$ cat config.mk
export PLATFORM = sky130hd
export DESIGN_NAME = mips_id_ex
export DESIGN_NICKNAME = d
export VERILOG_FILES = /design/src/common/cpu_types_pkg.sv /design/src/decode/control_unit.sv /design/src/decode/register_file.sv /design/src/logic/id_ex_reg.sv /design/src/logic/alu.sv /design/src/logic/mips_id_ex.sv
export VERILOG_INCLUDE_DIRS = /design/src /design/src/common
export SDC_FILE = /design/constraint.sdc
export NUM_CORES = 2
export LEC_CHECK = 0
export BUFFER_PORTS_ARGS = -buffer_cell sky130_fd_sc_hd__buf_2
export CAP_MARGIN = 10
export CORE_MARGIN = 2
export CORE_UTILIZATION = 35
export CTS_CLUSTER_DIAMETER = 200
export DETAILED_ROUTE_END_ITERATION = 10
export PLACE_DENSITY_LB_ADDON = 0.08
export SYNTH_ARGS = -nofsm -noshare
export SYNTH_HDL_FRONTEND = slang
export SYNTH_SLANG_ARGS = --single-unit
$ cat constraint.sdc
create_clock -name CLK -period 7.5 [get_ports CLK]
set_input_delay 1.875 -clock CLK [delete_from_list [all_inputs] [get_ports CLK]]
set_output_delay 1.875 -clock CLK [all_outputs]
set_load 0.01 [all_outputs]
$ cat src/common/cpu_config.svh
`ifndef CPU_CONFIG_SVH
`define CPU_CONFIG_SVH

// Data path width in bits
`define WORD_W 32

// Number of architectural registers
`define REG_COUNT 32

// Width of a register specifier in the instruction word
`define REG_ADDR_W 5

`endif

$ cat src/common/cpu_types_pkg.sv
package cpu_types_pkg;

	`include "cpu_config.svh"

	typedef logic [`WORD_W-1:0] word_t;
	typedef logic [`REG_ADDR_W-1:0] regbits_t;

	// Major opcodes in instruction bits 31:26
	typedef enum logic [5:0] {
		RTYPE = 6'h00,
		ADDIU = 6'h09,
		SLTI  = 6'h0A,
		ANDI  = 6'h0C,
		ORI   = 6'h0D,
		XORI  = 6'h0E,
		LUI   = 6'h0F,
		HALT  = 6'h3F
	} opcode_t;

	// R-type function codes in instruction bits 5:0
	typedef enum logic [5:0] {
		SLL  = 6'h00,
		SRL  = 6'h02,
		ADDU = 6'h21,
		SUBU = 6'h23,
		AND  = 6'h24,
		OR   = 6'h25,
		XOR  = 6'h26,
		NOR  = 6'h27,
		SLT  = 6'h2A,
		SLTU = 6'h2B
	} funct_t;

	typedef enum logic [3:0] {
		ALU_ADD  = 4'd0,
		ALU_SUB  = 4'd1,
		ALU_AND  = 4'd2,
		ALU_OR   = 4'd3,
		ALU_XOR  = 4'd4,
		ALU_NOR  = 4'd5,
		ALU_SLT  = 4'd6,
		ALU_SLTU = 4'd7,
		ALU_SLL  = 4'd8,
		ALU_SRL  = 4'd9,
		ALU_LUI  = 4'd10
	} aluop_t;

	// Second ALU operand comes from rt data or the extended immediate
	typedef enum logic {
		SEL_REG_DATA = 1'b0,
		SEL_IMM      = 1'b1
	} alu_source_mux_selection;

	// R-types write rd, I-types write rt
	typedef enum logic {
		SEL_RD = 1'b0,
		SEL_RT = 1'b1
	} reg_dest_mux_selection;

endpackage

$ cat src/decode/control_unit.sv
`timescale 1ns/1ps

`include "cpu_config.svh"

module control_unit import cpu_types_pkg::*; (
	input  word_t                   instr,
	output aluop_t                  alu_op,
	output alu_source_mux_selection alu_src,
	output reg_dest_mux_selection   reg_dest,
	output logic                    wen,
	output logic                    halt,
	output word_t                   imm_ext
);

	opcode_t opcode;
	funct_t funct;
	logic [15:0] imm16;
	word_t imm_sign;
	word_t imm_zero;

	assign opcode = opcode_t'(instr[31:26]);
	assign funct = funct_t'(instr[5:0]);
	assign imm16 = instr[15:0];
	assign imm_sign = {{(`WORD_W-16){imm16[15]}}, imm16};
	assign imm_zero = {{(`WORD_W-16){1'b0}}, imm16};

	always_comb begin
		// Defaults describe a bubble that writes nothing
		alu_op = ALU_ADD;
		alu_src = SEL_REG_DATA;
		reg_dest = SEL_RD;
		wen = 1'b0;
		halt = 1'b0;
		imm_ext = imm_sign;

		case (opcode)
			RTYPE: begin
				wen = 1'b1;
				case (funct)
					ADDU: alu_op = ALU_ADD;
					SUBU: alu_op = ALU_SUB;
					AND:  alu_op = ALU_AND;
					OR:   alu_op = ALU_OR;
					XOR:  alu_op = ALU_XOR;
					NOR:  alu_op = ALU_NOR;
					SLT:  alu_op = ALU_SLT;
					SLTU: alu_op = ALU_SLTU;
					SLL:  alu_op = ALU_SLL;
					SRL:  alu_op = ALU_SRL;
					default: wen = 1'b0; // Unknown funct falls back to a bubble
				endcase
			end
			ADDIU, SLTI, LUI: begin
				wen = 1'b1;
				alu_src = SEL_IMM;
				reg_dest = SEL_RT;
				if (opcode == ADDIU) begin
					alu_op = ALU_ADD;
				end else if (opcode == SLTI) begin
					alu_op = ALU_SLT;
				end else begin
					alu_op = ALU_LUI;
				end
			end
			ANDI, ORI, XORI: begin
				// Logical immediates are zero extended
				wen = 1'b1;
				alu_src = SEL_IMM;
				reg_dest = SEL_RT;
				imm_ext = imm_zero;
				if (opcode == ANDI) begin
					alu_op = ALU_AND;
				end else if (opcode == ORI) begin
					alu_op = ALU_OR;
				end else begin
					alu_op = ALU_XOR;
				end
			end
			HALT: begin
				halt = 1'b1; // Travels down the pipe with wen low
			end
			default: begin
			end
		endcase
	end

endmodule

$ cat src/decode/register_file.sv
`timescale 1ns/1ps

`include "cpu_config.svh"

module register_file import cpu_types_pkg::*; (
	input  logic     CLK,
	input  logic     nRST,
	input  regbits_t rs,
	input  regbits_t rt,
	input  regbits_t waddr,
	input  word_t    wdata,
	input  logic     wen,
	output word_t    rdat1,
	output word_t    rdat2
);

	word_t regs [`REG_COUNT];

	// One read path shared by both ports, with the pending write forwarded
	function automatic word_t read_port(input regbits_t addr);
		word_t data;
		data = regs[addr]; // Register 0 is reset to zero and never written
		if (wen && (waddr == addr) && (addr != '0)) begin
			data = wdata; // Same-cycle write is visible to the reader
		end
		return data;
	endfunction

	always_ff @(posedge CLK, negedge nRST) begin
		if (!nRST) begin
			for (int i = 0; i < `REG_COUNT; i++) begin
				regs[i] <= '0;
			end
		end else if (wen && (waddr != '0)) begin
			regs[waddr] <= wdata; // Register 0 is never written
		end
	end

	always_comb begin
		rdat1 = read_port(rs);
		rdat2 = read_port(rt);
	end

	// Register 0 reads as zero on both ports, even with a write aimed at it
	zero_reg_reads_zero: assert property (
		@(posedge CLK) disable iff (!nRST)
		((rs != '0) || (rdat1 == '0)) && ((rt != '0) || (rdat2 == '0))
	);

endmodule

$ cat src/logic/id_ex_reg.sv
`timescale 1ns/1ps

module id_ex_reg import cpu_types_pkg::*; (
	input  logic                    CLK,
	input  logic                    nRST,
	input  logic                    in_valid,
	input  logic                    flush,
	input  logic                    out_ready,
	input  aluop_t                  alu_op,
	input  alu_source_mux_selection alu_src,
	input  reg_dest_mux_selection   reg_dest,
	input  logic                    wen,
	input  logic                    halt,
	input  regbits_t                rt,
	input  regbits_t                rd,
	input  logic [4:0]              shamt,
	input  word_t                   rdat1,
	input  word_t                   rdat2,
	input  word_t                   imm_ext,
	output logic                    in_ready,
	output logic                    out_valid,
	output logic                    halted,
	output aluop_t                  alu_op_id_ex,
	output alu_source_mux_selection alu_src_id_ex,
	output reg_dest_mux_selection   reg_dest_id_ex,
	output logic                    wen_id_ex,
	output logic                    halt_id_ex,
	output regbits_t                rt_id_ex,
	output regbits_t                rd_id_ex,
	output logic [4:0]              shamt_id_ex,
	output word_t                   rdat1_id_ex,
	output word_t                   rdat2_id_ex,
	output word_t                   imm_ext_id_ex
);

	logic valid_reg, valid_nxt;
	logic halted_reg, halted_nxt;
	logic wen_reg, wen_nxt;
	logic halt_reg, halt_nxt;
	aluop_t alu_op_reg, alu_op_nxt;
	alu_source_mux_selection alu_src_reg, alu_src_nxt;
	reg_dest_mux_selection reg_dest_reg, reg_dest_nxt;
	regbits_t rt_reg, rt_nxt;
	regbits_t rd_reg, rd_nxt;
	logic [4:0] shamt_reg, shamt_nxt;
	word_t rdat1_reg, rdat1_nxt;
	word_t rdat2_reg, rdat2_nxt;
	word_t imm_ext_reg, imm_ext_nxt;
	logic out_xfer;
	logic enable;

	assign out_xfer = valid_reg && out_ready;
	// A held HALT also closes the input so nothing slips in behind it
	assign in_ready = (!valid_reg || out_xfer) && !flush && !halted_reg
		&& !(valid_reg && halt_reg);
	assign enable = in_valid && in_ready;

	assign out_valid = valid_reg;
	assign halted = halted_reg;
	assign alu_op_id_ex = alu_op_reg;
	assign alu_src_id_ex = alu_src_reg;
	assign reg_dest_id_ex = reg_dest_reg;
	assign wen_id_ex = wen_reg;
	assign halt_id_ex = halt_reg;
	assign rt_id_ex = rt_reg;
	assign rd_id_ex = rd_reg;
	assign shamt_id_ex = shamt_reg;
	assign rdat1_id_ex = rdat1_reg;
	assign rdat2_id_ex = rdat2_reg;
	assign imm_ext_id_ex = imm_ext_reg;

	always_comb begin
		valid_nxt = valid_reg;
		halted_nxt = halted_reg || (out_xfer && halt_reg); // Sticky until reset
		wen_nxt = wen_reg;
		halt_nxt = halt_reg;
		alu_op_nxt = alu_op_reg;
		alu_src_nxt = alu_src_reg;
		reg_dest_nxt = reg_dest_reg;
		rt_nxt = rt_reg;
		rd_nxt = rd_reg;
		shamt_nxt = shamt_reg;
		rdat1_nxt = rdat1_reg;
		rdat2_nxt = rdat2_reg;
		imm_ext_nxt = imm_ext_reg;

		if (flush) begin
			valid_nxt = 1'b0; // Squashed slot becomes a bubble
			wen_nxt = 1'b0;
			halt_nxt = 1'b0;
			alu_op_nxt = ALU_ADD;
			alu_src_nxt = SEL_REG_DATA;
			reg_dest_nxt = SEL_RD;
			rt_nxt = '0;
			rd_nxt = '0;
			shamt_nxt = '0;
			rdat1_nxt = '0;
			rdat2_nxt = '0;
			imm_ext_nxt = '0;
		end else if (enable) begin
			valid_nxt = 1'b1;
			wen_nxt = wen;
			halt_nxt = halt;
			alu_op_nxt = alu_op;
			alu_src_nxt = alu_src;
			reg_dest_nxt = reg_dest;
			rt_nxt = rt;
			rd_nxt = rd;
			shamt_nxt = shamt;
			rdat1_nxt = rdat1;
			rdat2_nxt = rdat2;
			imm_ext_nxt = imm_ext;
		end else if (out_xfer) begin
			// Drained with nothing behind it
			valid_nxt = 1'b0;
			wen_nxt = 1'b0;
			halt_nxt = 1'b0;
		end
	end

	always_ff @(posedge CLK, negedge nRST) begin
		if (!nRST) begin
			valid_reg <= 1'b0;
			halted_reg <= 1'b0;
			wen_reg <= 1'b0;
			halt_reg <= 1'b0;
			alu_op_reg <= ALU_ADD;
			alu_src_reg <= SEL_REG_DATA;
			reg_dest_reg <= SEL_RD;
		end else begin
			valid_reg <= valid_nxt;
			halted_reg <= halted_nxt;
			wen_reg <= wen_nxt;
			halt_reg <= halt_nxt;
			alu_op_reg <= alu_op_nxt;
			alu_src_reg <= alu_src_nxt;
			reg_dest_reg <= reg_dest_nxt;
		end
	end

	always_ff @(posedge CLK) begin
		rt_reg <= rt_nxt;
		rd_reg <= rd_nxt;
		shamt_reg <= shamt_nxt;
		rdat1_reg <= rdat1_nxt;
		rdat2_reg <= rdat2_nxt;
		imm_ext_reg <= imm_ext_nxt;
	end

	// A stalled instruction is presented unchanged until it transfers
	payload_stable: assert property (
		@(posedge CLK) disable iff (!nRST)
		(valid_reg && !out_ready && !flush) |=> (valid_reg && $stable(wen_reg)
			&& $stable(halt_reg) && $stable(alu_op_reg) && $stable(alu_src_reg)
			&& $stable(reg_dest_reg) && $stable(rt_reg) && $stable(rd_reg)
			&& $stable(shamt_reg) && $stable(rdat1_reg) && $stable(rdat2_reg)
			&& $stable(imm_ext_reg))
	);

	no_output_after_halt: assert property (
		@(posedge CLK) disable iff (!nRST)
		halted_reg |=> !$rose(valid_reg)
	);

endmodule

$ cat src/logic/alu.sv
`timescale 1ns/1ps

module alu import cpu_types_pkg::*; (
	input  aluop_t                  alu_op,
	input  alu_source_mux_selection alu_src,
	input  reg_dest_mux_selection   reg_dest,
	input  word_t                   rdat1,
	input  word_t                   rdat2,
	input  word_t                   imm_ext,
	input  regbits_t                rt,
	input  regbits_t                rd,
	input  logic [4:0]              shamt,
	output word_t                   result,
	output regbits_t                dest
);

	word_t op_b;

	assign op_b = (alu_src == SEL_IMM) ? imm_ext : rdat2;
	assign dest = (reg_dest == SEL_RT) ? rt : rd;

	always_comb begin
		case (alu_op)
			ALU_ADD:  result = rdat1 + op_b;
			ALU_SUB:  result = rdat1 - op_b;
			ALU_AND:  result = rdat1 & op_b;
			ALU_OR:   result = rdat1 | op_b;
			ALU_XOR:  result = rdat1 ^ op_b;
			ALU_NOR:  result = ~(rdat1 | op_b);
			ALU_SLT:  result = word_t'($signed(rdat1) < $signed(op_b));
			ALU_SLTU: result = word_t'(rdat1 < op_b);
			// Shift amount comes from the instruction, the value from rt
			ALU_SLL:  result = rdat2 << shamt;
			ALU_SRL:  result = rdat2 >> shamt;
			ALU_LUI:  result = {imm_ext[15:0], 16'h0000};
			default:  result = rdat1 + op_b;
		endcase
	end

endmodule

$ cat src/logic/mips_id_ex.sv
`timescale 1ns/1ps

module mips_id_ex import cpu_types_pkg::*; (
	input  logic     CLK,
	input  logic     nRST,
	input  logic     in_valid,
	output logic     in_ready,
	input  word_t    in_instr,
	output logic     out_valid,
	input  logic     out_ready,
	output word_t    out_result,
	output regbits_t out_dest,
	output logic     out_wen,
	output logic     out_halt,
	input  logic     flush
);

	aluop_t alu_op, alu_op_id_ex;
	alu_source_mux_selection alu_src, alu_src_id_ex;
	reg_dest_mux_selection reg_dest, reg_dest_id_ex;
	logic wen, halt;
	word_t imm_ext, imm_ext_id_ex;
	word_t rdat1, rdat2, rdat1_id_ex, rdat2_id_ex;
	regbits_t rt_id_ex, rd_id_ex;
	logic [4:0] shamt_id_ex;
	logic wb_wen;

	// Write back only on the edge where the result leaves the slice
	assign wb_wen = out_valid && out_ready && out_wen;

	control_unit u_control_unit (
		.instr    (in_instr),
		.alu_op   (alu_op),
		.alu_src  (alu_src),
		.reg_dest (reg_dest),
		.wen      (wen),
		.halt     (halt),
		.imm_ext  (imm_ext)
	);

	register_file u_register_file (
		.CLK   (CLK),
		.nRST  (nRST),
		.rs    (in_instr[25:21]),
		.rt    (in_instr[20:16]),
		.waddr (out_dest),
		.wdata (out_result),
		.wen   (wb_wen),
		.rdat1 (rdat1),
		.rdat2 (rdat2)
	);

	id_ex_reg u_id_ex_reg (
		.CLK            (CLK),
		.nRST           (nRST),
		.in_valid       (in_valid),
		.flush          (flush),
		.out_ready      (out_ready),
		.alu_op         (alu_op),
		.alu_src        (alu_src),
		.reg_dest       (reg_dest),
		.wen            (wen),
		.halt           (halt),
		.rt             (in_instr[20:16]),
		.rd             (in_instr[15:11]),
		.shamt          (in_instr[10:6]),
		.rdat1          (rdat1),
		.rdat2          (rdat2),
		.imm_ext        (imm_ext),
		.in_ready       (in_ready),
		.out_valid      (out_valid),
		.halted         (),
		.alu_op_id_ex   (alu_op_id_ex),
		.alu_src_id_ex  (alu_src_id_ex),
		.reg_dest_id_ex (reg_dest_id_ex),
		.wen_id_ex      (out_wen),
		.halt_id_ex     (out_halt),
		.rt_id_ex       (rt_id_ex),
		.rd_id_ex       (rd_id_ex),
		.shamt_id_ex    (shamt_id_ex),
		.rdat1_id_ex    (rdat1_id_ex),
		.rdat2_id_ex    (rdat2_id_ex),
		.imm_ext_id_ex  (imm_ext_id_ex)
	);

	alu u_alu (
		.alu_op   (alu_op_id_ex),
		.alu_src  (alu_src_id_ex),
		.reg_dest (reg_dest_id_ex),
		.rdat1    (rdat1_id_ex),
		.rdat2    (rdat2_id_ex),
		.imm_ext  (imm_ext_id_ex),
		.rt       (rt_id_ex),
		.rd       (rd_id_ex),
		.shamt    (shamt_id_ex),
		.result   (out_result),
		.dest     (out_dest)
	);

endmodule

==> flow_summary.json <==
{
  "critPathMaxFanout": 44,
  "synthArstFlopShare": 0.923,
  "via_count": 53800,
  "die-area_um2": 192000,
  "drv_slew": 0,
  "final_nets": 6375,
  "cp.required_ns": 5.62,
  "cts-buffers-inserted": 141,
  "antenna_found_initial": 24,
  "path_clk_slew_ns": 0.06,
  "synthCells": 6456,
  "synth_top_area_frac": 0.392,
  "synth_top_area_cell": "dfrtp_1",
  "arrival_ns": 5.42,
  "dieWidth_um": 438,
  "status": "completed",
  "synth_edf_count": 0,
  "synth_warnings": 0,
  "rr_startpoint": "u_id_ex_reg.alu_src_id_ex$_DFFE_PN0P_",
  "syn_area_um2": 66000,
  "numClockSinks": 1119,
  "ys_ff_latch": 1119,
  "fillers": 18400,
  "synth_fa_ha_area_frac": 0.0188,
  "setup_tns_ns": 0,
  "largest-register": "u_register_file.regs",
  "worstHoldStart": "u_register_file.regs[1013]$_DFFE_PN0P_",
  "viasPerCell": 6.07,
  "min_period_ns": 7.30,
  "synthFlopType": "dfrtp_1",
  "clock_skew_ns": 0.0264,
  "maxCapViolations": 0,
  "final-hold-violation-count": 0,
  "r2r_end": "u_id_ex_reg.rdat2_id_ex[0]$_SDFFE_PP0P_",
  "synth_cell_type_count": 102,
  "crit_type": "reg2out",
  "cp-start-kind": "register",
  "grt_overflow": 0,
  "synthXorXnorAreaFrac": 0.00212,
  "wl_um": 302000,
  "dp_hpwl_um": 198000,
  "synth_mux_area_frac": 0.241,
  "grt_pass1_wl_um": 428000,
  "synth_fp_nets": 6591,
  "drive_gt1_frac": 0.203,
  "min_to": "u_register_file.regs[1013]$_DFFE_PN0P_",
  "max_freq_mhz": 137,
  "ant_nets": 0,
  "tightest_slew_ns": 1.13,
  "synth_compound_area_frac": 0.164,
  "post-route-period-util": 0.973,
  "firstDrtPassIters": 7,
  "ir_worst_vdd_uv": 211,
  "power.total_mw": 15.0,
  "core_area_um2": 188000,
  "num_io_pins": 78,
  "synthToLayoutAreaGrowth_pct": 12.2,
  "initial_core_util": 0.352,
  "h-tree-depth": 4,
  "r2r_cells": 16,
  "grt_max_degree": 152,
  "drtIter0Drc": 5966,
  "setup_violations": 0,
  "largest_register_ffs": 1024,
  "synth_area_leaders": "dfrtp_1 39%, mux4_2 18%, o21ai_0 8.0%",
  "hold_class": "reg2reg",
  "clk_latency_ns": 0.82,
  "cts_tree": "built",
  "drc": 0,
  "rows": 159,
  "power.density_nw_per_um2": 203,
  "grt_pass1_vias": 52500,
  "yosys.area_share.simple": 0.107,
  "cts_hold_buf": 0,
  "seq_area_frac_synth": 0.418,
  "fp.dieH_um": 438,
  "min_path_cells": 0,
  "cts.path.max_buffers": 3,
  "leakage_nw": 31.1,
  "avgSynthCellArea_um2": 10.2,
  "critPathCaptureType": "primary output",
  "slew_headroom": 0.238,
  "synth_top_family_by_area": "multiplexers",
  "rsz0062_at_grt": "no",
  "routabilityCongestion": 1.06,
  "io_buffers": 77,
  "r2r_slack_ns": 2.19,
  "wl_per_cell_um": 34.0,
  "grt_usage": 0.314,
  "root_buffer": "clkbuf_16"
}
-- Yosys cell counts (8+ instances only) --
master     instances
nand2_1         1201
o21ai_0         1061
dfrtp_1         1033
mux4_2           537
clkbuf_1         507
mux2i_1          229
nor2_1           211
a21oi_1          187
inv_1            138
mux2_2           104
ha_1              96
dfxtp_1           86
buf_2             85
nand3_1           71
o22ai_1           59
nor3_1            57
a221oi_1          54
o221ai_1          52
a211oi_1          51
buf_1             49
o211ai_1          42
o21ai_1           38
a221o_1           33
nand2b_1          31
a31oi_1           27
a22oi_1           26
nor2b_1           24
a21o_1            19
a211o_1           18
and3_1            17
o21a_1            16
nor4_1            15
o31ai_1           15
mux2_4            14
o21bai_1          14
or3_1             14
a22o_1            13
xnor2_1           12
and2_1            11
a311oi_1           9
buf_6              9
a2111oi_0          8
a32oi_1            8
clkbuf_2           8
nand4_1            8
-- cell type report --
cell class | instances | area (um^2) | area share
Tap cell | 2495 | 3120 | 0.0422
Clock inverter | 38 | 430 | 0.00581
Antenna cell | 9 | 22.5 | 0.000304
Multi-Input combinational cell | 4527 | 35700 | 0.482
Sequential cell | 1119 | 27600 | 0.372
Timing Repair Buffer | 306 | 2440 | 0.0330
Clock buffer | 220 | 4220 | 0.0570
Inverter | 145 | 548 | 0.00740
-- per-layer routing --
layer	track usage	routed length, um	vias to the layer above
li1	-	-	23200
met1	0.452	137000	28100
met2	0.479	135000	1991
met3	0.0531	19600	424
met4	0.103	10100	6
met5	0	39	-
-- how the worst max path moves through the flow --
stage	start	endpoint	slack (ns)
finish	u_id_ex_reg.shamt_id_ex[1]$_SDFFE_PP0P_	out_result[22]	0.20
global route	u_id_ex_reg.alu_src_id_ex$_DFFE_PN0P_	out_result[22]	0.03
CTS	u_id_ex_reg.alu_src_id_ex$_DFFE_PN0P_	out_result[22]	0.02
detailed placement	u_id_ex_reg.alu_src_id_ex$_DFFE_PN0P_	out_result[26]	0.79
global placement	u_id_ex_reg.alu_src_id_ex$_DFFE_PN0P_	out_result[26]	0.42
floorplan	u_id_ex_reg.alu_src_id_ex$_DFFE_PN0P_	out_result[20]	1.11
-- cell usage in the layout (no fill, tap or decap), types with 67 or more instances in the layout --
cell type,synthesis,final
nand2_1,1201,1166
o21ai_0,1061,1059
dfrtp_1,1033,1033
mux4_2,537,537
mux2i_1,229,227
buf_4,5,211
nor2_1,211,209
a21oi_1,187,182
clkbuf_16,0,144
inv_1,138,136
mux2_2,104,104
ha_1,96,93
dfxtp_1,86,82
nand3_1,71,71
buf_2,85,67
-- timing repair --
action,in CTS,in global routing
endpoints found under the hold margin,0,0
endpoints found under the setup margin,5,8
gates cloned,0,0
buffers inserted,2,0
resized for setup,4,13
-- worst max-delay path: stages (launching register included) --
cell       delay [ns]
dfxtp_4          0.77
buf_4            0.65
and2b_1          0.32
a2bb2oi_1        0.59
a21oi_1          0.27
a221oi_1         0.37
o2111a_1         0.34
a32oi_1          0.13
nand2b_1         0.20
nand2_1          0.08
buf_4            0.31
inv_1            0.29
buf_2            0.22
-- power breakdown --
part	total (mW)	internal, mW	switching, mW
sequential	6.15	6.07	0.0805
clock	6.95	4.06	2.89
combinational	1.92	0.528	1.39
-- stage by stage --
stage	setup WS [ns]	std cells	cell area, um^2	utilization	hold slack [ns]
floorplan	1.11	6456	66000	-	0.427
global placement	0.417	8588	69300	0.369	0.377
detailed placement	0.792	8589	69300	0.369	0.384
CTS	0.0192	8849	74000	0.394	0.396
global route	0.0292	8854	74000	0.395	0.410
finish	0.205	8859	74100	0.395	0.394
-- cells by family (layout without fill, tap and decap cells) --
logic type / count (synthesis) / in the layout
buf+inv: 810 / 709
compound gates: 1821 / 1821
simple gates: 1704 / 1704
flops: 1119 / 1119
xor+xnor: 16 / 16
fa+ha+maj: 98 / 98
other cells: 0 / 9
mux: 888 / 888
No activity file was read; power rests on OpenSTA's default activity.
